**src/gremlin_bus_pkg.sv**
```systemverilog
`default_nettype none

package gremlin_bus_pkg;

  localparam int CORE_ADDR_W = 4;
  localparam int AXIL_ADDR_W = 12 + CORE_ADDR_W;  // word, target, core fields

  localparam logic [1:0] RESP_OKAY   = 2'b00;
  localparam logic [1:0] RESP_SLVERR = 2'b10;

  // --------------------------------------------------
  // AXI4-Lite channels
  // --------------------------------------------------
  typedef struct packed {
    logic [AXIL_ADDR_W-1:0] awaddr;
    logic                   awvalid;
    logic [31:0]            wdata;
    logic [3:0]             wstrb;
    logic                   wvalid;
    logic                   bready;
    logic [AXIL_ADDR_W-1:0] araddr;
    logic                   arvalid;
    logic                   rready;
  } axil_req_t;

  typedef struct packed {
    logic        awready;
    logic        wready;
    logic [1:0]  bresp;
    logic        bvalid;
    logic        arready;
    logic [31:0] rdata;
    logic [1:0]  rresp;
    logic        rvalid;
  } axil_rsp_t;

  // --------------------------------------------------
  // host address map
  // --------------------------------------------------
  typedef enum logic [1:0] {
    PROG_MEM = 2'd0,
    DATA_MEM = 2'd1,
    CTRL     = 2'd2
  } host_sel_e;

  typedef struct packed {
    logic [CORE_ADDR_W-1:0] core;
    host_sel_e              sel;
    logic [7:0]             word;
    logic [1:0]             byte_off;  // dropped, word access only
  } host_addr_t;

  // one cycle request towards a single core
  typedef struct packed {
    logic        we;
    logic        re;
    host_sel_e   sel;
    logic [7:0]  addr;
    logic [15:0] data;
  } mem_req_t;

endpackage

`default_nettype wire

```
**src/gremlin_host_if.sv**
```systemverilog
`timescale 1ns/1ps
`default_nettype none

module gremlin_host_if
  import gremlin_bus_pkg::*;
#(
  parameter int NUM_CORES = 4
)
(
  input  logic                          CLK,
  input  logic                          RST,
  input  axil_req_t                     axil_req_i,
  output axil_rsp_t                     axil_rsp_o,
  output mem_req_t [NUM_CORES-1:0]      mem_req_o,
  output logic [CORE_ADDR_W-1:0]        rd_core_o,
  output logic                          rd_pending_o,
  output logic                          rd_err_o
);

  localparam logic [1:0] RD_IDLE = 2'd0;
  localparam logic [1:0] RD_REQ  = 2'd1;  // request at the core
  localparam logic [1:0] RD_DATA = 2'd2;  // core data registered
  localparam logic [1:0] RD_RESP = 2'd3;  // R valid, waiting for rready

  host_addr_t  aw_addr, ar_addr, wr_addr_q, rd_addr_q;
  logic [15:0] wr_data_q;
  logic [1:0]  bresp_q, rd_stage_q;
  logic        wr_accept, rd_accept, wr_req_q, wr_err_q, bvalid_q, rd_err_q;

  assign aw_addr = host_addr_t'(axil_req_i.awaddr);
  assign ar_addr = host_addr_t'(axil_req_i.araddr);

  assign wr_accept = axil_req_i.awvalid & axil_req_i.wvalid & ~bvalid_q;
  // never let a read request land in the same cycle as a write
  assign rd_accept = axil_req_i.arvalid & (rd_stage_q == RD_IDLE) & ~wr_accept;

  always_comb
  begin
    axil_rsp_o         = '0;
    axil_rsp_o.awready = wr_accept;
    axil_rsp_o.wready  = wr_accept;
    axil_rsp_o.bresp   = bresp_q;
    axil_rsp_o.bvalid  = bvalid_q;
    axil_rsp_o.arready = rd_accept;
  end

  always_ff @(posedge CLK)
  begin
    if (!RST)
    begin
      wr_req_q   <= 1'b0;
      bvalid_q   <= 1'b0;
      rd_stage_q <= RD_IDLE;
    end
    else
    begin
      wr_req_q <= wr_accept;
      if (wr_accept)
        bvalid_q <= 1'b1;
      else if (axil_req_i.bready)
        bvalid_q <= 1'b0;
      case (rd_stage_q)
        RD_IDLE: if (rd_accept) rd_stage_q <= RD_REQ;
        RD_REQ:  rd_stage_q <= RD_DATA;
        RD_DATA: rd_stage_q <= RD_RESP;
        RD_RESP: if (axil_req_i.rready) rd_stage_q <= RD_IDLE;
      endcase
    end
  end

  always_ff @(posedge CLK)
  begin
    if (wr_accept)
    begin
      wr_addr_q <= aw_addr;
      wr_data_q <= axil_req_i.wdata[15:0];  // upper half dropped
      wr_err_q  <= int'(aw_addr.core) >= NUM_CORES;
      bresp_q   <= (int'(aw_addr.core) >= NUM_CORES) ? RESP_SLVERR : RESP_OKAY;
    end
    if (rd_accept)
    begin
      rd_addr_q <= ar_addr;
      rd_err_q  <= int'(ar_addr.core) >= NUM_CORES;
    end
  end

  always_comb
  begin
    for (int i = 0; i < NUM_CORES; i++)
    begin
      mem_req_o[i].we   = wr_req_q & ~wr_err_q & (int'(wr_addr_q.core) == i);
      mem_req_o[i].re   = (rd_stage_q == RD_REQ) & ~rd_err_q & (int'(rd_addr_q.core) == i);
      mem_req_o[i].sel  = wr_req_q ? wr_addr_q.sel : rd_addr_q.sel;
      mem_req_o[i].addr = wr_req_q ? wr_addr_q.word : rd_addr_q.word;
      mem_req_o[i].data = wr_data_q;
    end
  end

  assign rd_core_o    = rd_addr_q.core;
  assign rd_pending_o = (rd_stage_q == RD_REQ);
  assign rd_err_o     = rd_err_q;

endmodule

`default_nettype wire

```
**config.mk**
```make
export PLATFORM = sky130hd
export DESIGN_NAME = gremlin_host_if
export DESIGN_NICKNAME = d
export VERILOG_FILES = /design/src/gremlin_bus_pkg.sv /design/src/gremlin_host_if.sv
export SDC_FILE = /design/constraint.sdc
export NUM_CORES = 1
export LEC_CHECK = 0
export BUFFER_PORTS_ARGS = -buffer_cell sky130_fd_sc_hd__clkbuf_2
export CAP_MARGIN = 10
export CORE_MARGIN = 4
export CORE_UTILIZATION = 40
export CTS_BUF_LIST = sky130_fd_sc_hd__clkbuf_8
export DETAILED_ROUTE_END_ITERATION = 12
export PLACE_DENSITY_LB_ADDON = 0.2
export SYNTH_ARGS = -nofsm -noshare
export SYNTH_HDL_FRONTEND = slang
export SYNTH_SLANG_ARGS = --single-unit
```
**constraint.sdc**
```tcl
create_clock -name CLK -period 2.8 [get_ports CLK]
set_input_delay 0.56 -clock CLK [delete_from_list [all_inputs] [get_ports CLK]]
set_output_delay 0.56 -clock CLK [all_outputs]
set_load 0.01 [all_outputs]
```
Yosys cells after proc, flatten, opt, wreduce, memory -nomap -nowiden
Cells that the tools add are included.
Operators by class
  $add $sub $neg: 0
  multiply operators: 0
  div/mod/pow operators: 0
  magnitude comparators: 2
  eq/ne operators: 11
  shift operators: 0
  muxes and demuxes: 8
  bitwise gates (word level): 18
  reductions and logical operators: 5
Operators by type and width (number)
  == test 4 x 3 -> 1 bit, second input constant: 4
  AND 1 bit: 14
  == test 4 x 2 -> 1 bit, second input constant: 2
  >= comparator 4 x 3 -> 1 bit, second input constant: 2
  logical NOT 4 bit: 2
  two-way mux 2 bit: 4
  two-way mux 8 bit: 1
  case mux 2 bit (4 select lines): 1
  == test 2 bit, second input constant: 2
  != test 2 bit, second input constant: 2
  inverter 1 bit: 4
  == test 2 x 1 -> 1 bit, second input constant: 1
  logical NOT 2 bit: 1
  two-way mux 1 bit: 2
  AND reduction 2 bit: 1
  nonzero test 2 bit: 1
Storage, ports and cells
  bits in registers: 52
  latch bits: 0
  RAM bits: 0
  bits in read-only memories: 0
  input port bits: 75
  logic and storage cells: 57
  memories: 0

Longest topological paths before layout
Gate-level depths: netlist (run 1).
  depth in word-level cells: 6
  depth in mapped cells: 5
  mapped depth without buffers: 5

Least setup slack after synthesis (run 1)
Ideal clock, no wire load.
  path type: in2out
  start: input axil_req_i[56] (netlist name)
  end: output axil_rsp_o[35] (netlist name)
  arrival: 1.902 ns
  required time: 2.240 ns
  setup slack: 0.338 ns
  cell stages on the path: 4
  path through: and3b_1 buf_6 nor2_1 buf_4
On the way
  longest elaborated chain between the ends: 4
Ends and longest elaborated chain
  from (decl): line gremlin_host_if.sv:12  | input axil_req_t axil_req_i,
  AND 1 bit (2 in series): line gremlin_host_if.sv:33  | assign wr_accept = axil_req_i.awvalid & axil_req_i.wvalid & ~bvalid_q;
  named net wr_accept: line gremlin_host_if.sv:28  | logic wr_accept, rd_accept, wr_req_q, wr_err_q, bvalid_q, rd_err_q;
  inverter 1 bit: line gremlin_host_if.sv:35  | assign rd_accept = axil_req_i.arvalid & (rd_stage_q == RD_IDLE) & ~wr_accept;
  AND 1 bit: line gremlin_host_if.sv:35
  to (decl): line gremlin_host_if.sv:13  | output axil_rsp_t axil_rsp_o,
The timed path passes the listed nets, and every way through them passes these cells.

==> results of run 1 <==
==> per-stage QoR <==
stage / utilization, % / total power, mW / setup slack [ps]
after floorplan: - / 1.46 / 338
after global placement: 44.1 / 1.51 / 799
after detailed placement: 44.1 / 1.52 / 781
after CTS: 45.4 / 1.92 / 437
after global routing: 45.4 / 2.01 / 289
final: 45.4 / 1.88 / 513
==> worst min-delay path by stage <==
stage	to	slack [ps]	depth (start not counted)
3_3_place_gp	rd_stage_q[1]	490	2
4_1_cts	wr_addr_q[4]	410	1
5_1_grt	wr_addr_q[4]	410	1
2_1_floorplan	rd_stage_q[1]	470	2
3_5_place_dp	rd_stage_q[1]	490	2
6_report	wr_addr_q[4]	430	1
==> cells in the mapped netlist, drive strengths merged <==
| library cell | instances |
|---|---|
| nor3b | 2 |
| nor2b | 2 |
| mux2i | 2 |
| or2 | 2 |
| inv | 3 |
| and2 | 1 |
| o21a | 1 |
| a221oi | 1 |
| mux2 | 10 |
| nand2 | 7 |
| buf | 125 |
| nor4b | 2 |
| and3 | 2 |
| o21ai | 1 |
| ha | 5 |
| edfxtp | 46 |
| nor2 | 4 |
| and3b | 2 |
| dfxtp | 4 |
| conb | 1 |
==> sequential cells by signal (all words and copies together) (netlist names) <==
register,cells
bvalid_q,1
rd_stage_q,2
wr_data_q,16
wr_addr_q,14
rd_addr_q,10
wr_req_q,1
rd_err_o,1
bresp_q,1
rd_core_o,4
==> worst max-delay path: cells and delay by family, from the launching register on <==
family,cells,cell delay (ps)
AND/OR/NAND/NOR,2,630
flip-flops,1,640
buffers and inverters,1,170
==> where the power goes <==
group / leakage [nW] / total, mW / internal (mW) / switching [mW]
registers: 0.462 / 0.959 / 0.912 / 0.0468
logic: 1.02 / 0.535 / 0.216 / 0.319
clock network: 0.0467 / 0.390 / 0.170 / 0.220
total: 1.53 / 1.88 / 1.30 / 0.585
==> cell families (layout without fill, tap and decap cells) <==
group | after synthesis | in the layout | synth area share, %
mux | 12 | 12 | 4.74
buf+inv | 128 | 187 | 34.0
simple gates | 24 | 24 | 5.28
other cells | 1 | 36 | 0.134
compound gates | 3 | 3 | 1.39
fa+ha+maj | 5 | 5 | 2.24
flops | 50 | 50 | 52.2
==> area by class of cell <==
type | count | area share [%]
Clock inverter | 3 | 0.487
Inverter | 3 | 0.365
Clock buffer | 5 | 2.23
Sequential cell | 50 | 47.4
Tap cell | 96 | 3.90
Multi-Input combinational cell | 80 | 16.8
Timing Repair Buffer | 176 | 28.8
==> layer usage <==
metal  global-route usage [%]  share of wire (%)
met4                     2.64               0.47
met5                        0                  0
met1                     13.0                 34
met3                     3.94                 11
met2                     21.7                 54
==> results.cfg, run 1 <==
[pwr]
irDropWorstVdd_uv = 348
p_leak_nw = 1.53
powerDensity_nw_per_um2 = 611

[clock_network]
cts.root.buffer_cell = clkbuf_8
cts_hold_buf = 0
cts_setup_buffers = 0
cts_made_buffers = 5
cts_resized = 0
htreeDepth = 2
cts.sinks = 50
clk_latency_ps = 290
cts_tree = done
cts_max_path_buffers = 2
clk_pin_slew_worst_paths_ps = 90

[yosys]
synth_top_area_cell = edfxtp_1
yosysSeqAreaShare_pct = 52.2
synthCells = 223
ys_types = 22
avgSynthCellArea_sq_um = 12.5
yosysWarnings = 0
syn-cell-area_sq_um = 2800
synth_top_area_share_pct = 49.4
synth.area.top_cells = edfxtp_1 49%, buf_4 33%, mux2_1 4.0%
ys_ff_latch = 50

[sta]
slew_viol_final = 0
fin_tns_setup_ps = 0
setup_violations = 0
slew_headroom_pct = 66.4
fin_crit_sh_pct = 81.7
rsz0062_at_grt = no
tightest_slew_ps = 503
hold_viol = 0
fmax_ghz = 0.437
fin_hold_ws_ps = 435
min_period_ps = 2290
fin_skew_ps = 4.92

[layout]
mostFrequentLayoutCells = 173 x clkbuf_2, 46 x edfxtp_1, 36 x conb_1, 10 x mux2_1, 7 x nand2_1
area_delta_synth_final_pct = 10.2
final_common_cell = clkbuf_2
final_cells = 413
ff_latch_area_sq_um = 1460
multi_input_area_sq_um = 518
diodes = 0
fin_area_sq_um = 3080
drive_gt1_share_pct = 58.7
nets = 396
nFillCells = 654

[setup_path]
path_cells = nor4b_2 > nor3b_1 > clkbuf_2
worstReg2RegStart = bvalid_q
cp-startpoint = wr_req_q
arrival_ps = 1730
reg2reg_setup_slack_ps = 1250
setup.worst_path.class = reg2out
cp.required_ps = 2240
cp-end-kind = primary output
crit_slowest_cell = dfxtp_1
r2r_end = rd_stage_q[0]
max_stage_delay_ps = 640
crit_end = mem_req_o[27]
crit_fanout = 11
cp-start-kind = flip-flop
reg2reg_depth = 4

[global_route]
grt_max_degree = 16
antenna_found_initial = 0
grt_pass1_wl_um = 7800
grt_pass1_vias = 1499
overflow = 0
grt.total_usage_pct = 11.8

[place]
place.gp.congestion = 0.719
placed_cells = 405
portBuffers = 173
dp_hpwl_um = 4350
placed_area_sq_um = 3000

[floorplanning]
io-pin-count = 234
start_util_pct = 41.2
dieArea_sq_um = 8400
coreArea_sq_um = 6790
dieWidth_um = 91.6
die_height_um = 91.6
row_count = 30

[detailed_routing]
ant_nets = 0
vias = 1599
drt-total-wl_um = 5300
drtPass1Iterations = 4
routedWlPerCell_um = 12.8
route.detailed.drc = 0
vias_per_cell = 3.87
drtIter0Drc = 46

[outcome]
outcome = completed

[worst_hold_path]
hold_start = axil_req_i[61]
hold_path.class = in2reg

[job]
cap_violations = 0
No activity file was read; power rests on OpenSTA's default activity.
==> inputs of run 2 (changes only) <==
clock period = 2.29 ns   (was 2.8 ns; I/O delays follow)
==> results.cfg, run 2 (synthesis gave the netlist of run 1 again) <==
[setup_path]
crit_slowest_cell = dfxtp_1
reg2reg_depth = 5
arrival_ps = 1610
critPathTopFamily = simple AND/OR/NAND/NOR gates
crit_fanout = 4
cp.required_ps = 1830
reg2reg_setup_slack_ps = 770
worstReg2RegStart = rd_stage_q[0]
cp-end-kind = primary output
r2r_end = rd_addr_q[11]
max_stage_delay_ps = 350
cp-start-kind = flip-flop
setup.worst_path.class = reg2out
path_cells = inv_1 > ha_1 > nor4b_2 > nor3b_1 > clkbuf_2
critPathBufInv = 2

[detailed_routing]
vias_per_cell = 3.93
drt-total-wl_um = 5120
drtIter0Drc = 50
vias = 1626
routedWlPerCell_um = 12.4
ant_nets = 0
drtPass1Iterations = 3
route.detailed.drc = 0

[outcome]
outcome = completed

[global_route]
antenna_found_initial = 0
grt_pass1_vias = 1497
grt.total_usage_pct = 11.4
grt_max_degree = 17
grt_pass1_wl_um = 7490
overflow = 0

[layout]
nets = 397
area_delta_synth_final_pct = 11.3
fin_area_sq_um = 3110
diodes = 0
nFillCells = 653
largest-register = wr_data_q
final_common_cell = clkbuf_2
top_regs = wr_data_q: 16 flops, wr_addr_q: 14 flops, rd_addr_q: 10 flops
mostFrequentLayoutCells = 173 x clkbuf_2, 46 x edfxtp_1, 36 x conb_1, 10 x mux2_1, 7 x nand2_1
largest_reg_flops = 16
ff_latch_area_sq_um = 1460
multi_input_area_sq_um = 518
drive_gt1_share_pct = 58.8

[floorplanning]
dieWidth_um = 91.6
row_count = 30
start_util_pct = 41.2
die_height_um = 91.6
dieArea_sq_um = 8400
coreArea_sq_um = 6790
io-pin-count = 234

[worst_hold_path]
hold_start = axil_req_i[63]
min_delay_path_depth = 1
whs_endpoint = wr_addr_q[6]
hold_path.class = in2reg

[job]
cap_violations = 0

[pwr]
seqPwrFrac_pct = 48.6
powerDensity_nw_per_um2 = 773
p_int_mw = 1.70
irDropWorstVdd_uv = 436
p_switching_mw = 0.709
clkPwrFrac_pct = 24.2
swShare_pct = 29.4
p_comb_share_pct = 27.2
p_leak_nw = 1.55

[place]
portBuffers = 173
place.gp.congestion = 0.727
dp_hpwl_um = 4320
placed_area_sq_um = 3010

[sta]
min_period_ps = 2060
hold_viol = 0
fin_crit_sh_pct = 90.1
slew_viol_final = 0
setup_violations = 0
fin_hold_ws_ps = 335
fin_skew_ps = 2.60
fmax_ghz = 0.484
fin_tns_setup_ps = 0
rsz0062_at_grt = no

[clock_network]
clk_latency_ps = 290
cts_hold_buf = 0
htreeDepth = 2
clk_pin_slew_worst_paths_ps = 80
cts_made_buffers = 5
cts.sinks = 50
cts_tree = done
cts.root.buffer_cell = clkbuf_8
cts_setup_buffers = 0
cts_max_path_buffers = 2
cts_resized = 0
[run 2: cell count changes in the layout (fill, tap and decap cells not counted)]
cell | previous run | this run
bufinv_16 | 0 | 1
buf_4 | 3 | 4
clkinvlp_4 | 1 | 0
[run 2: how the worst max path moves through the flow]
stage / slack (ps) / to / startpoint / cells past startpoint
global placement: 530 / mem_req_o[26] / rd_stage_q[1] / 5
detailed placement: 530 / mem_req_o[26] / rd_stage_q[1] / 5
CTS: 200 / mem_req_o[26] / rd_stage_q[1] / 5
floorplan: 30 / axil_rsp_o[35] / axil_req_i[56] / 4
global route: 60 / mem_req_o[26] / rd_stage_q[1] / 5
finish: 230 / mem_req_o[26] / rd_stage_q[1] / 5
[run 2: cell type report]
class                   instances  area share [%]
well taps                      96            3.86
clock inverters                 3            1.21
inverters                       3           0.362
clock buffers                   5            2.21
flip-flops and latches         50            46.9
multi-input cells              80            16.6
repair buffers                177            28.8
[run 2: routing by layer]
layer / vias up / GRT usage (%) / part of all wire (%)
li1: 766 / - / -
met1: 746 / 12.0 / 32
met4: 0 / 2.64 / 0.51
met3: 5 / 4.10 / 12
met2: 109 / 21.4 / 55
met5: - / 0 / 0
[run 2: power by group through the flow]
stage | sequential, mW | combinational, mW | clock (mW)
final | 1.17 | 0.654 | 0.583
after global routing | 1.19 | 0.718 | 0.647
after floorplan | 1.19 | 0.604 | 0
after CTS | 1.17 | 0.671 | 0.612
after global placement | 1.19 | 0.660 | 0
after detailed placement | 1.19 | 0.668 | 0
[run 2: per-stage QoR]
stage                     setup slack [ps]  power (mW)  utilization [%]  cells
final                                  226        2.41             45.8    414
after global routing                  63.5        2.55             45.8    414
after CTS                              195        2.46             45.8    414
after detailed placement               531        1.86             44.3    406
after global placement                 530        1.85             44.3    406
after floorplan                       31.9        1.79                -    258
