## src/gremlin_bus_pkg.sv

```systemverilog
`default_nettype none

package gremlin_bus_pkg;

  localparam int CORE_ADDR_W = 4;
  localparam int AXIL_ADDR_W = 12 + CORE_ADDR_W;  // word, target, core fields

  localparam logic [1:0] RESP_OKAY   = 2'b00;
  localparam logic [1:0] RESP_SLVERR = 2'b10;

  // --------------------------------------------------
  // AXI4-Lite channels
  // --------------------------------------------------
  typedef struct packed {
    logic [AXIL_ADDR_W-1:0] awaddr;
    logic                   awvalid;
    logic [31:0]            wdata;
    logic [3:0]             wstrb;
    logic                   wvalid;
    logic                   bready;
    logic [AXIL_ADDR_W-1:0] araddr;
    logic                   arvalid;
    logic                   rready;
  } axil_req_t;

  typedef struct packed {
    logic        awready;
    logic        wready;
    logic [1:0]  bresp;
    logic        bvalid;
    logic        arready;
    logic [31:0] rdata;
    logic [1:0]  rresp;
    logic        rvalid;
  } axil_rsp_t;

  // --------------------------------------------------
  // host address map
  // --------------------------------------------------
  typedef enum logic [1:0] {
    PROG_MEM = 2'd0,
    DATA_MEM = 2'd1,
    CTRL     = 2'd2
  } host_sel_e;

  typedef struct packed {
    logic [CORE_ADDR_W-1:0] core;
    host_sel_e              sel;
    logic [7:0]             word;
    logic [1:0]             byte_off;  // dropped, word access only
  } host_addr_t;

  // one cycle request towards a single core
  typedef struct packed {
    logic        we;
    logic        re;
    host_sel_e   sel;
    logic [7:0]  addr;
    logic [15:0] data;
  } mem_req_t;

endpackage

`default_nettype wire

```

## src/gremlin_collect.sv

```systemverilog
`timescale 1ns/1ps
`default_nettype none

module gremlin_collect
  import gremlin_bus_pkg::*;
#(
  parameter int NUM_CORES = 4
)
(
  input  logic                            CLK,
  input  logic                            RST,
  input  logic [NUM_CORES-1:0][15:0]      core_rdata_i,
  input  logic [NUM_CORES-1:0][31:0]      core_status_i,
  input  logic [CORE_ADDR_W-1:0]          rd_core_i,
  input  logic                            rd_pending_i,
  input  logic                            rd_err_i,
  input  logic                            rready_i,
  output logic [31:0]                     rdata_o,
  output logic [1:0]                      rresp_o,
  output logic                            rvalid_o
);

  logic [CORE_ADDR_W-1:0] sel_q;
  logic [31:0]            sel_word;
  logic                   fire_q, err_q;

  // core data shows up one cycle after the request
  always_ff @(posedge CLK)
  begin
    if (!RST)
      fire_q <= 1'b0;
    else
      fire_q <= rd_pending_i;
    sel_q <= rd_core_i;
    err_q <= rd_err_i;
  end

  // status is zero unless CTRL word 0 was read
  always_comb
  begin
    sel_word = '0;
    for (int i = 0; i < NUM_CORES; i++)
      if (sel_q == CORE_ADDR_W'(i))
        sel_word = core_status_i[i] | {16'h0000, core_rdata_i[i]};
  end

  always_ff @(posedge CLK)
  begin
    if (!RST)
      rvalid_o <= 1'b0;
    else if (fire_q)
      rvalid_o <= 1'b1;
    else if (rready_i)
      rvalid_o <= 1'b0;  // held until taken
    if (fire_q)
    begin
      rdata_o <= err_q ? 32'h0 : sel_word;
      rresp_o <= err_q ? RESP_SLVERR : RESP_OKAY;
    end
  end

endmodule

`default_nettype wire

```

## config.mk

```make
export PLATFORM = sky130hd
export DESIGN_NAME = gremlin_collect
export DESIGN_NICKNAME = d
export VERILOG_FILES = /design/src/gremlin_bus_pkg.sv /design/src/gremlin_collect.sv
export SDC_FILE = /design/constraint.sdc
export NUM_CORES = 1
export LEC_CHECK = 0
export BUFFER_PORTS_ARGS = -buffer_cell sky130_fd_sc_hd__buf_2
export CORE_AREA = 4 4 89 91
export DETAILED_ROUTE_END_ITERATION = 8
export DIE_AREA = 0 0 93 95
export GPL_ROUTABILITY_DRIVEN = 0
export PLACE_DENSITY = 0.77
export SETUP_SLACK_MARGIN = 0.2
export SLEW_MARGIN = 20
export SYNTH_ARGS = -nofsm -noshare
export SYNTH_HDL_FRONTEND = slang
export SYNTH_SLANG_ARGS = --single-unit
```

## constraint.sdc

```tcl
create_clock -name CLK -period 3 [get_ports CLK]
set_clock_uncertainty 0.1 [all_clocks]
set_input_delay 0.15 -clock CLK [delete_from_list [all_inputs] [get_ports CLK]]
set_output_delay 0.15 -clock CLK [all_outputs]
set_load 0.005 [all_outputs]
```

Word-level counts from Yosys, hierarchy flattened
Index checks and enable logic that the tools add are counted.
{ "word_totals": {"in_bits": 201, "out_inout_bits": 35, "register_bits": 41, "wordCells": 22} }
{ "classes": {"mux": 7, "eq_ne": 3, "reduce_logical": 2, "bitwise_logic": 4} }
{ "ops": {"columns": ["cell", "n"], "rows": [
  ["32-bit 2-to-1 mux", 4],
  ["32-bit by 16-bit bitwise OR with 32-bit output", 4],
  ["4-bit by 2-bit equality test with 1-bit output, second input constant", 2],
  ["4-bit by 1-bit equality test with 1-bit output, second input constant", 1],
  ["4-bit logical NOT", 1],
  ["1-bit 2-to-1 mux", 2],
  ["2-bit 2-to-1 mux", 1],
  ["2-bit nonzero test", 1]
]} }

Longest topological paths before layout
Gate-level depths: netlist (run 1).
{ "logic_depth": {"ltp_word": 5, "ltp_mapped": 6, "mapped_depth_nobuf": 4} }

Worst setup path before layout (run 1)
OpenSTA, ideal clock, no wires.
{ "synth_path": {"path_type": "register to register", "from": "reg sel_q[1]", "to": "reg rdata_o[11], data pin", "n_path_buf": 2, "t_arrival_ns": 1.293, "synth_period_minus_slack_ns": 1.550, "required_ns": 2.743, "setup_ns": 0.157, "setup_slack_ns": 1.450, "stages_incl_launch_ff": 7, "cell_sequence": "dfxtp_1 buf_4 or3b_4 nor2_4 buf_6 o21ai_2 a41oi_2"} }
{ "synth_between": {"elab_chain_len": 5, "word_cells_on_any_way": 8, "classes_between": "eq/ne: 3; mux: 4; reduce/logical: 1"} }
{ "synth_lines": {"columns": ["element", "line", "text"], "rows": [
  ["from (decl)", "gremlin_collect.sv:23", "logic [CORE_ADDR_W-1:0] sel_q;"],
  ["from (signal assigned)", "gremlin_collect.sv:34", "sel_q <= rd_core_i;"],
  ["4-bit logical NOT", "gremlin_collect.sv:43", "if (sel_q == CORE_ADDR_W'(i))"],
  ["32-bit 2-to-1 mux (3 in series)", "gremlin_collect.sv:43", null],
  ["32-bit 2-to-1 mux (*)", "gremlin_collect.sv:43", null],
  ["to (signal assigned)", "gremlin_collect.sv:57", "rdata_o <= err_q ? 32'h0 : sel_word;"],
  ["to (decl)", "gremlin_collect.sv:18", "output logic [31:0] rdata_o,"]
]} }
Mark *: on every way between the ends. The rest lies on a longest branch, timed or not.
A chain may end at the register's enable or synchronous reset.

Worst setup path in the final report (run 1)
{ "layout_path": {"from": "reg sel_q[1]", "to": "reg rdata_o[6], data pin"} }
Same word-level chain as after synthesis.

==> summary.txt, run 1 <==
Clock tree
  • Clock input transition at the sequential cells of the worst setup and hold paths: 0.08 ns
  • Clock insertion delay at the later pin of the skew report: 0.29 ns
  • Number of buffers on the longest clock path: 2
  • Count of hold-fix buffers inserted at cts: 8
  • Clock H-tree levels: 2
  • Total setup buffers inserted after CTS: 0
  • TritonCTS Buffers: 5
  • Resized Gates After CTS: 0
  • Cell at the root of the clock tree: clkbuf_8
  • TritonCTS clock tree: built
  • CTS sink cnt: 40

Setup path
  • Required time worst endpoint: 3.02 ns
  • Capturing point of the worst reg2reg path: rdata_o[6]
  • Cell-by-cell trace of the critical path: buf_4 > or3_1 > nor2_1 > o21ai_0 > a41oi_2
  • CP startpoint kind: register
  • Internal reg-to-reg setup slack: 0.61 ns
  • Nature of the critical path endpoint: register
  • Critical path fanouts, max: 27
  • Worst r2r path cells: 5
  • Highest-delay cell along the critical path: nor2_1
  • CP max stage delay: 0.59 ns
  • FF-to-FF Start: sel_q[1]
  • Critical Setup Path Class: register to register
  • Signal arrival time at the worst endpoint: 2.41 ns

Synthesis
  • Synth Area in XOR/XNOR: 0%
  • Proportion of synthesized area in mux cells: 8.05%
  • Main combinational cell family by area after synthesis: compound AO/OA/AOI/OAI gates
  • Adder-Cell Fraction of Synth Area: 0%
  • Flop and latch count out of synthesis: 40
  • Number of warnings reported in the yosys synthesis log: 0
  • Share of flip-flops with an asynchronous set or reset: 0%
  • Unique cell type count in the Yosys netlist: 34
  • Synth top cells by count: 40 x o21ai_0, 33 x edfxtp_1, 29 x nor2_1, 20 x mux2i_1, 12 x nor3_1
  • Avg Cell Area, Syn: 10.1 um^2
  • Compound-Gate Fraction of Synth Area: 29.1%
  • Synthesized net count: 446
  • Proportion of synthesized chip area in sequential cells: 45.5%
  • Cell type with the largest total area after synthesis: edfxtp_1
  • Gate count after technology mapping: 245
  • Cell area after synthesis: 0.00249 mm^2
  • Simple logic cell fraction of the synthesized area: 12.0%
  • Cell with the most instances after synthesis: o21ai_0
  • Number of flops mapped to enable cells by yosys: 33
  • Dominant register cell in the synthesized netlist: edfxtp_1
  • Synth top area share: 39.9%
  • Largest cells by area after synthesis: edfxtp_1 40%, mux2i_1 8.1%, o21ai_0 8.1%

Drt
  • Wire length after detailed routing: 9.12 mm
  • Number of DRC violations after detailed routing: 0
  • Number of detailed-route iterations in the first pass: 4
  • Via-to-Cell Ratio: 5.02
  • Number of vias after detailed routing: 2901
  • Starting DRC count in detailed routing: 82
  • Post-DR wirelength/cell: 15.8 um
  • Remaining number of nets flagged by the antenna check after routing: 0

GRT
  • Antenna violations before repair: 0
  • Grt ovf: 0
  • Pin count of the biggest net entering global routing: 35
  • Number of global-route vias before repair: 2895
  • Wire length of the first global-routing pass: 13.5 mm
  • Overall routing resource usage: 19.6%

Floorplanning
  • Ports: 236
  • Site row count: 31
  • Effective utilization at floorplan: 34.8%
  • Die H: 95 um
  • Overall die area: 0.00884 mm^2
  • Core box area: 0.00714 mm^2
  • Horizontal die dimension: 93 um

Power and ir drop
  • Relative contribution of sequential cells to total power: 49.5%
  • Internal: 0.991 mW
  • Pwr/cell area: 337 mW/mm^2
  • Fraction of power consumed by combinational cells: 20.4%
  • Static Leakage: 1.81 nW
  • Worst IR Drop VDD: 206 uV
  • Net Sw Power: 0.318 mW
  • Clk pwr share: 30.1%
  • Switching part of the total power: 24.3%

Min path
  • Worst Min Path Start: rready_i
  • End point of the most critical hold path: rvalid_o
  • Class of the most critical hold timing path: input port to register
  • Number of cells traversed by the worst hold path: 3

Timing
  • Worst slew margin: 44.0%
  • Actual slew at the worst max-slew pin: 0.840 ns
  • Final-report max-slew violation count: 0
  • Count of endpoints failing setup in the final report: 0
  • Post-Route Hold Slack: 0.0591 ns
  • Final setup TNS: 0 ns
  • Final worst-path cycle share: 79.7%
  • Tmin final: 2.39 ns
  • Setup repair after global routing missed its margin: false
  • Fmax: 418 MHz
  • Hold Fails Final Rpt: 0

Layout
  • Nets@finish: 679
  • Synth-to-layout area growth: 56.3%
  • Number of antenna cells inserted: 0
  • Ratio of cells with drive above 1 in the final layout: 56.2%

Run
  • Count of max-cap constraint violations: 0

Run status
  • Run status: finished clean

Placed design
  • DP HPWL: 7.36 mm
  • Buffers added on ports: 234
[cell usage in the layout (no fill, tap or decap), types with 2 or more instances in the layout]
cell,n
a21oi_1,6
a221oi_1,6
a22oi_1,6
a41oi_2,10
buf_2,234
buf_4,3
clkbuf_8,7
dfxtp_1,5
dfxtp_2,2
dlygate4sd3_1,8
edfxtp_1,33
inv_1,7
mux2i_1,20
nand2_1,4
nand2b_1,6
nor2_1,29
nor3_1,12
o21ai_0,40
o21ai_1,2
o21ai_2,10
o22a_1,10
o22ai_1,4
or3_1,2
[critical path: cells and delay by family, from the launching register on]
family | cells | cell delay, ns
AO/OA/AOI/OAI | 2 | 0.49
buffers and inverters | 1 | 0.20
AND/OR/NAND/NOR | 2 | 1.13
flip-flops | 1 | 0.31
[worst max path at each step]
stage,from,to,slack (ns),cells past startpoint
2_1_floorplan,sel_q[1],rdata_o[11],1.45,6
3_3_place_gp,sel_q[1],rdata_o[11],0.70,5
3_5_place_dp,sel_q[1],rdata_o[6],0.64,5
4_1_cts,sel_q[1],rdata_o[6],0.62,5
5_1_grt,sel_q[1],rdata_o[9],0.39,5
6_report,sel_q[1],rdata_o[6],0.61,5
[metal layers]
metal	vias to the layer above	share of wire [%]	global-route usage, %
met5	-	0	0
met4	0	0.83	4.15
met3	7	8.3	5.34
met2	133	54	37.2
met1	1360	37	21.7
li1	1401	-	-
[cells by family after synthesis]
family | Yosys count
AO/OA/AOI/OAI | 97
AND/OR/NAND/NOR | 61
flip-flops | 40
buffers and inverters | 26
multiplexers | 20
other | 1
[sequential cells by signal, summed over array words and instances (netlist names)]
signal    flops
rresp_o       1
sel_q         4
err_q         1
rdata_o      32
rvalid_o      1
fire_q        1
[layout make-up]
cell class | count | area [um^2]
Inverter | 7 | 26.3
Timing Repair Buffer | 245 | 1270
Clock buffer | 8 | 100
Fill cell | 712 | 3250
Tap cell | 99 | 124
Sequential cell | 40 | 1130
Multi-Input combinational cell | 179 | 1230
[metrics by stage]
step                      util (%)  area, um^2  setup WS, ns  total power, mW  cells
after floorplan                  -        2490          1.45            0.757    245
after global placement        51.9        3700         0.701            0.915    562
after detailed placement      51.9        3700         0.643            0.921    562
after CTS                     54.4        3880         0.617             1.32    578
after global routing          54.4        3880         0.394             1.38    578
final                         54.4        3880         0.609             1.31    578
[power by group through the flow]
stage	Clock [mW]	Sequential [mW]	Combinational (mW)
global placement	0	0.660	0.255
global route	0.436	0.652	0.296
detailed placement	0	0.662	0.259
CTS	0.408	0.649	0.268
floorplan	0	0.650	0.107
finish	0.394	0.649	0.267
(Power assumes the default switching activity.)
==> inputs of run 2 (changes only) <==
--- a/config.mk
+++ b/config.mk
@@ -5,10 +5,11 @@
 export SDC_FILE = /design/constraint.sdc
 export NUM_CORES = 1
 export LEC_CHECK = 0
+export ABC_AREA = 1
 export BUFFER_PORTS_ARGS = -buffer_cell sky130_fd_sc_hd__buf_2
-export CORE_AREA = 4 4 89 91
+export CORE_MARGIN = 4
+export CORE_UTILIZATION = 35
 export DETAILED_ROUTE_END_ITERATION = 8
-export DIE_AREA = 0 0 93 95
 export GPL_ROUTABILITY_DRIVEN = 0
 export PLACE_DENSITY = 0.77
 export SETUP_SLACK_MARGIN = 0.2
==> constraint.sdc (replaced) <==
create_clock -name CLK -period 1.9 [get_ports CLK]
set_clock_uncertainty 0.1 [all_clocks]
set_input_delay 0.095 -clock CLK [delete_from_list [all_inputs] [get_ports CLK]]
set_output_delay 0.095 -clock CLK [all_outputs]
set_load 0.005 [all_outputs]
==> run 2 against run 1 <==
Maximum frequency increased by 58%. Setup slack got worse by 0.22 ns. Combinational power increased by 91%. Largest cell class unchanged. Die area increased by 7.2%. Highest routed layer is now met5. Critical endpoint is now rdata_o[21]. Count of clock-buffer cells in the layout decreased by 2. Routed wire length increased by 8.8%. Sequential power increased by 54%. Non-clock buffer count increased by 10.
==> summary.txt, run 2 <==
Setup path
  • Critical path fanouts, max: 10
  • Worst r2r path cells: 6
  • Kind of cell adding the most delay to the critical path: simple AND/OR/NAND/NOR gates
  • Critical Setup Path Class: register to register
  • Critical path depth in cells: 6
  • Most common cell on crit path: nor2_1
  • Crit path buffers/inverters: 1
  • Nature of the critical path endpoint: register
  • Capturing point of the worst reg2reg path: rdata_o[21]
  • CP max stage delay: 0.44 ns
  • Signal arrival time at the worst endpoint: 1.57 ns
  • FF-to-FF Start: sel_q[1]
  • Highest-delay cell along the critical path: dfxtp_1
  • Capture point of the critical path: rdata_o[21]
  • Internal reg-to-reg setup slack: 0.39 ns
  • Required time worst endpoint: 1.95 ns
  • CP startpoint kind: register
  • Cell-by-cell trace of the critical path: nand2_1 > inv_2 > nand2_1 > nor2_1 > nor2_1 > nor2_1
  • Critical Path Source: sel_q[1]

Synthesis
  • Cell with the most instances after synthesis: nor2_1
  • Synth top area share: 35.5%
  • Flop and latch count out of synthesis: 40
  • Share of flip-flops with an asynchronous set or reset: 0%
  • Synthesized net count: 612
  • Gate count after technology mapping: 411
  • Number of flops mapped to enable cells by yosys: 33
  • Cell area after synthesis: 0.00279 mm^2
  • Number of warnings reported in the yosys synthesis log: 0
  • Largest cells by area after synthesis: edfxtp_1 35%, nand3_1 17%, nor2_1 13%
  • Synth top cells by count: 96 x nor2_1, 93 x nand3_1, 60 x nand2_1, 54 x inv_1, 33 x edfxtp_1
  • Unique cell type count in the Yosys netlist: 19
  • Dominant register cell in the synthesized netlist: edfxtp_1
  • Avg Cell Area, Syn: 6.79 um^2
  • Proportion of synthesized chip area in sequential cells: 40.5%
  • Cell type with the largest total area after synthesis: edfxtp_1

Layout
  • Ratio of cells with drive above 1 in the final layout: 40.3%
  • Most flop-heavy register: rdata_o
  • Synth-to-layout area growth: 52.8%
  • Nets@finish: 848
  • Leading cell type in the layout, fill and taps excluded: buf_2
  • Largest register FFs: 32
  • Commonest cells after routing, fill and taps aside: 234 x buf_2, 94 x nor2_1, 93 x nand3_1
  • Registers with the most flip-flops: rdata_o: 32 flops, sel_q: 4 flops
  • Number of antenna cells inserted: 0

Timing
  • Count of endpoints failing setup in the final report: 0
  • Setup repair after global routing missed its margin: false
  • Post-layout worst setup margin: 0.387 ns
  • Tmin final: 1.51 ns
  • Final-report max-slew violation count: 0
  • Final worst-path cycle share: 79.6%
  • Fmax: 661 MHz
  • Final setup TNS: 0 ns
  • Hold Fails Final Rpt: 0

Placed design
  • Buffers added on ports: 234
  • DP HPWL: 7.83 mm
  • Worst slack after detailed placement: 0.364 ns

Clock tree
  • Clock insertion delay at the later pin of the skew report: 0.29 ns
  • Cell at the root of the clock tree: clkbuf_8
  • Clock input transition at the sequential cells of the worst setup and hold paths: 0.08 ns
  • Total setup buffers inserted after CTS: 0
  • Number of buffers on the longest clock path: 2
  • TritonCTS clock tree: built
  • TritonCTS Buffers: 5
  • Clock H-tree levels: 2
  • CTS sink cnt: 40

Floorplanning
  • Ports: 236
  • Effective utilization at floorplan: 36.1%
  • Die H: 97.3 um
  • Overall die area: 0.00947 mm^2
  • Site row count: 32
  • Horizontal die dimension: 97.3 um
  • Core box area: 0.00773 mm^2

Drt
  • Starting DRC count in detailed routing: 168
  • Via-to-Cell Ratio: 4.78
  • Number of vias after detailed routing: 3582
  • Number of detailed-route iterations in the first pass: 5
  • Wire length after detailed routing: 9.92 mm
  • Remaining number of nets flagged by the antenna check after routing: 0
  • Number of DRC violations after detailed routing: 0
  • Post-DR wirelength/cell: 13.2 um

GRT
  • Number of global-route vias before repair: 3423
  • Antenna violations before repair: 1
  • Wire length of the first global-routing pass: 15.5 mm
  • Pin count of the biggest net entering global routing: 71
  • Grt ovf: 0
  • Overall routing resource usage: 20.0%

Run
  • Count of max-cap constraint violations: 0

Power and ir drop
  • Pwr/cell area: 513 mW/mm^2
  • Static Leakage: 2.38 nW
  • Post-route total power: 2.19 mW
  • Worst IR Drop VDD: 328 uV

Min path
  • Class of the most critical hold timing path: input port to register

Run status
  • Run status: finished clean
[run 2: cell types whose count changed after synthesis, moves of 23 or more]
cell,before,now
nand3_1,0,93
nor2_1,29,96
nand2_1,4,60
inv_1,7,54
o21ai_0,40,2
o211ai_1,0,23
[run 2: how the worst min path moves through the flow]
stage	from	end	slack [ns]	cells after the start
after CTS	rready_i	rvalid_o	0.0008	3
after floorplan	rd_err_i	err_q	0.02	0
after global routing	core_status_i[80]	rdata_o[16]	0.13	5
after detailed placement	rd_core_i[0]	sel_q[0]	0.1	1
after global placement	rd_core_i[0]	sel_q[0]	0.1	1
final	core_status_i[80]	rdata_o[16]	0.11	5
[run 2: logic make-up after synthesis]
logic type             after synthesis  share of synthesized area [%]
other                                1                          0.134
buffers and inverters               83                           12.4
AO/OA/AOI/OAI                       35                           8.43
AND/OR/NAND/NOR                    252                           38.5
flip-flops                          40                           40.5
[run 2: layout make-up]
class | instances | area, um^2
clock buffers | 6 | 72.6
clock inverters | 2 | 35.0
fillers | 764 | 3460
inverters | 57 | 214
multi-input cells | 288 | 1320
flip-flops and latches | 40 | 1130
well taps | 102 | 128
repair buffers | 255 | 1360
[run 2: per-stage QoR]
stage	hold WS (ns)	util, %	std cells	cell area [um^2]
2_1_floorplan	0.0227	-	411	2790
3_3_place_gp	0.0995	52.6	733	4070
3_5_place_dp	0.0991	52.6	733	4070
4_1_cts	0.000848	55.1	749	4250
5_1_grt	0.133	55.2	750	4270
6_report	0.113	55.2	750	4270
[run 2: layer usage]
metal | share of wire (%) | GRT usage (%) | vias to the layer above
li1 | - | - | 1808
met1 | 37 | 22.9 | 1561
met2 | 52 | 37.3 | 192
met3 | 9.2 | 4.09 | 19
met4 | 1.6 | 5.75 | 2
met5 | 0.13 | 0 | -
[run 2: power by group]
group / internal (mW) / switching, mW / leakage, nW
Combinational: 0.255 / 0.255 / 1.94
Clock: 0.390 / 0.290 / 0.0552
Sequential: 0.987 / 0.0126 / 0.389
Total: 1.63 / 0.557 / 2.38
[run 2: worst reg2reg max path, delay by kind of cell, from the launching register on]
| family | cells | cell delay [ns] |
|---|---|---|
| AND/OR/NAND/NOR | 5 | 0.74 |
| flip-flops | 1 | 0.44 |
| buffers and inverters | 1 | 0.09 |
[run 2: timing repair]
action / 4_1_cts / 5_1_grt
endpoints found under the hold margin: 7 / 1
setup endpoints to repair: 0 / 1
gates resized for setup: 0 / 1
hold buffers: 8 / 1
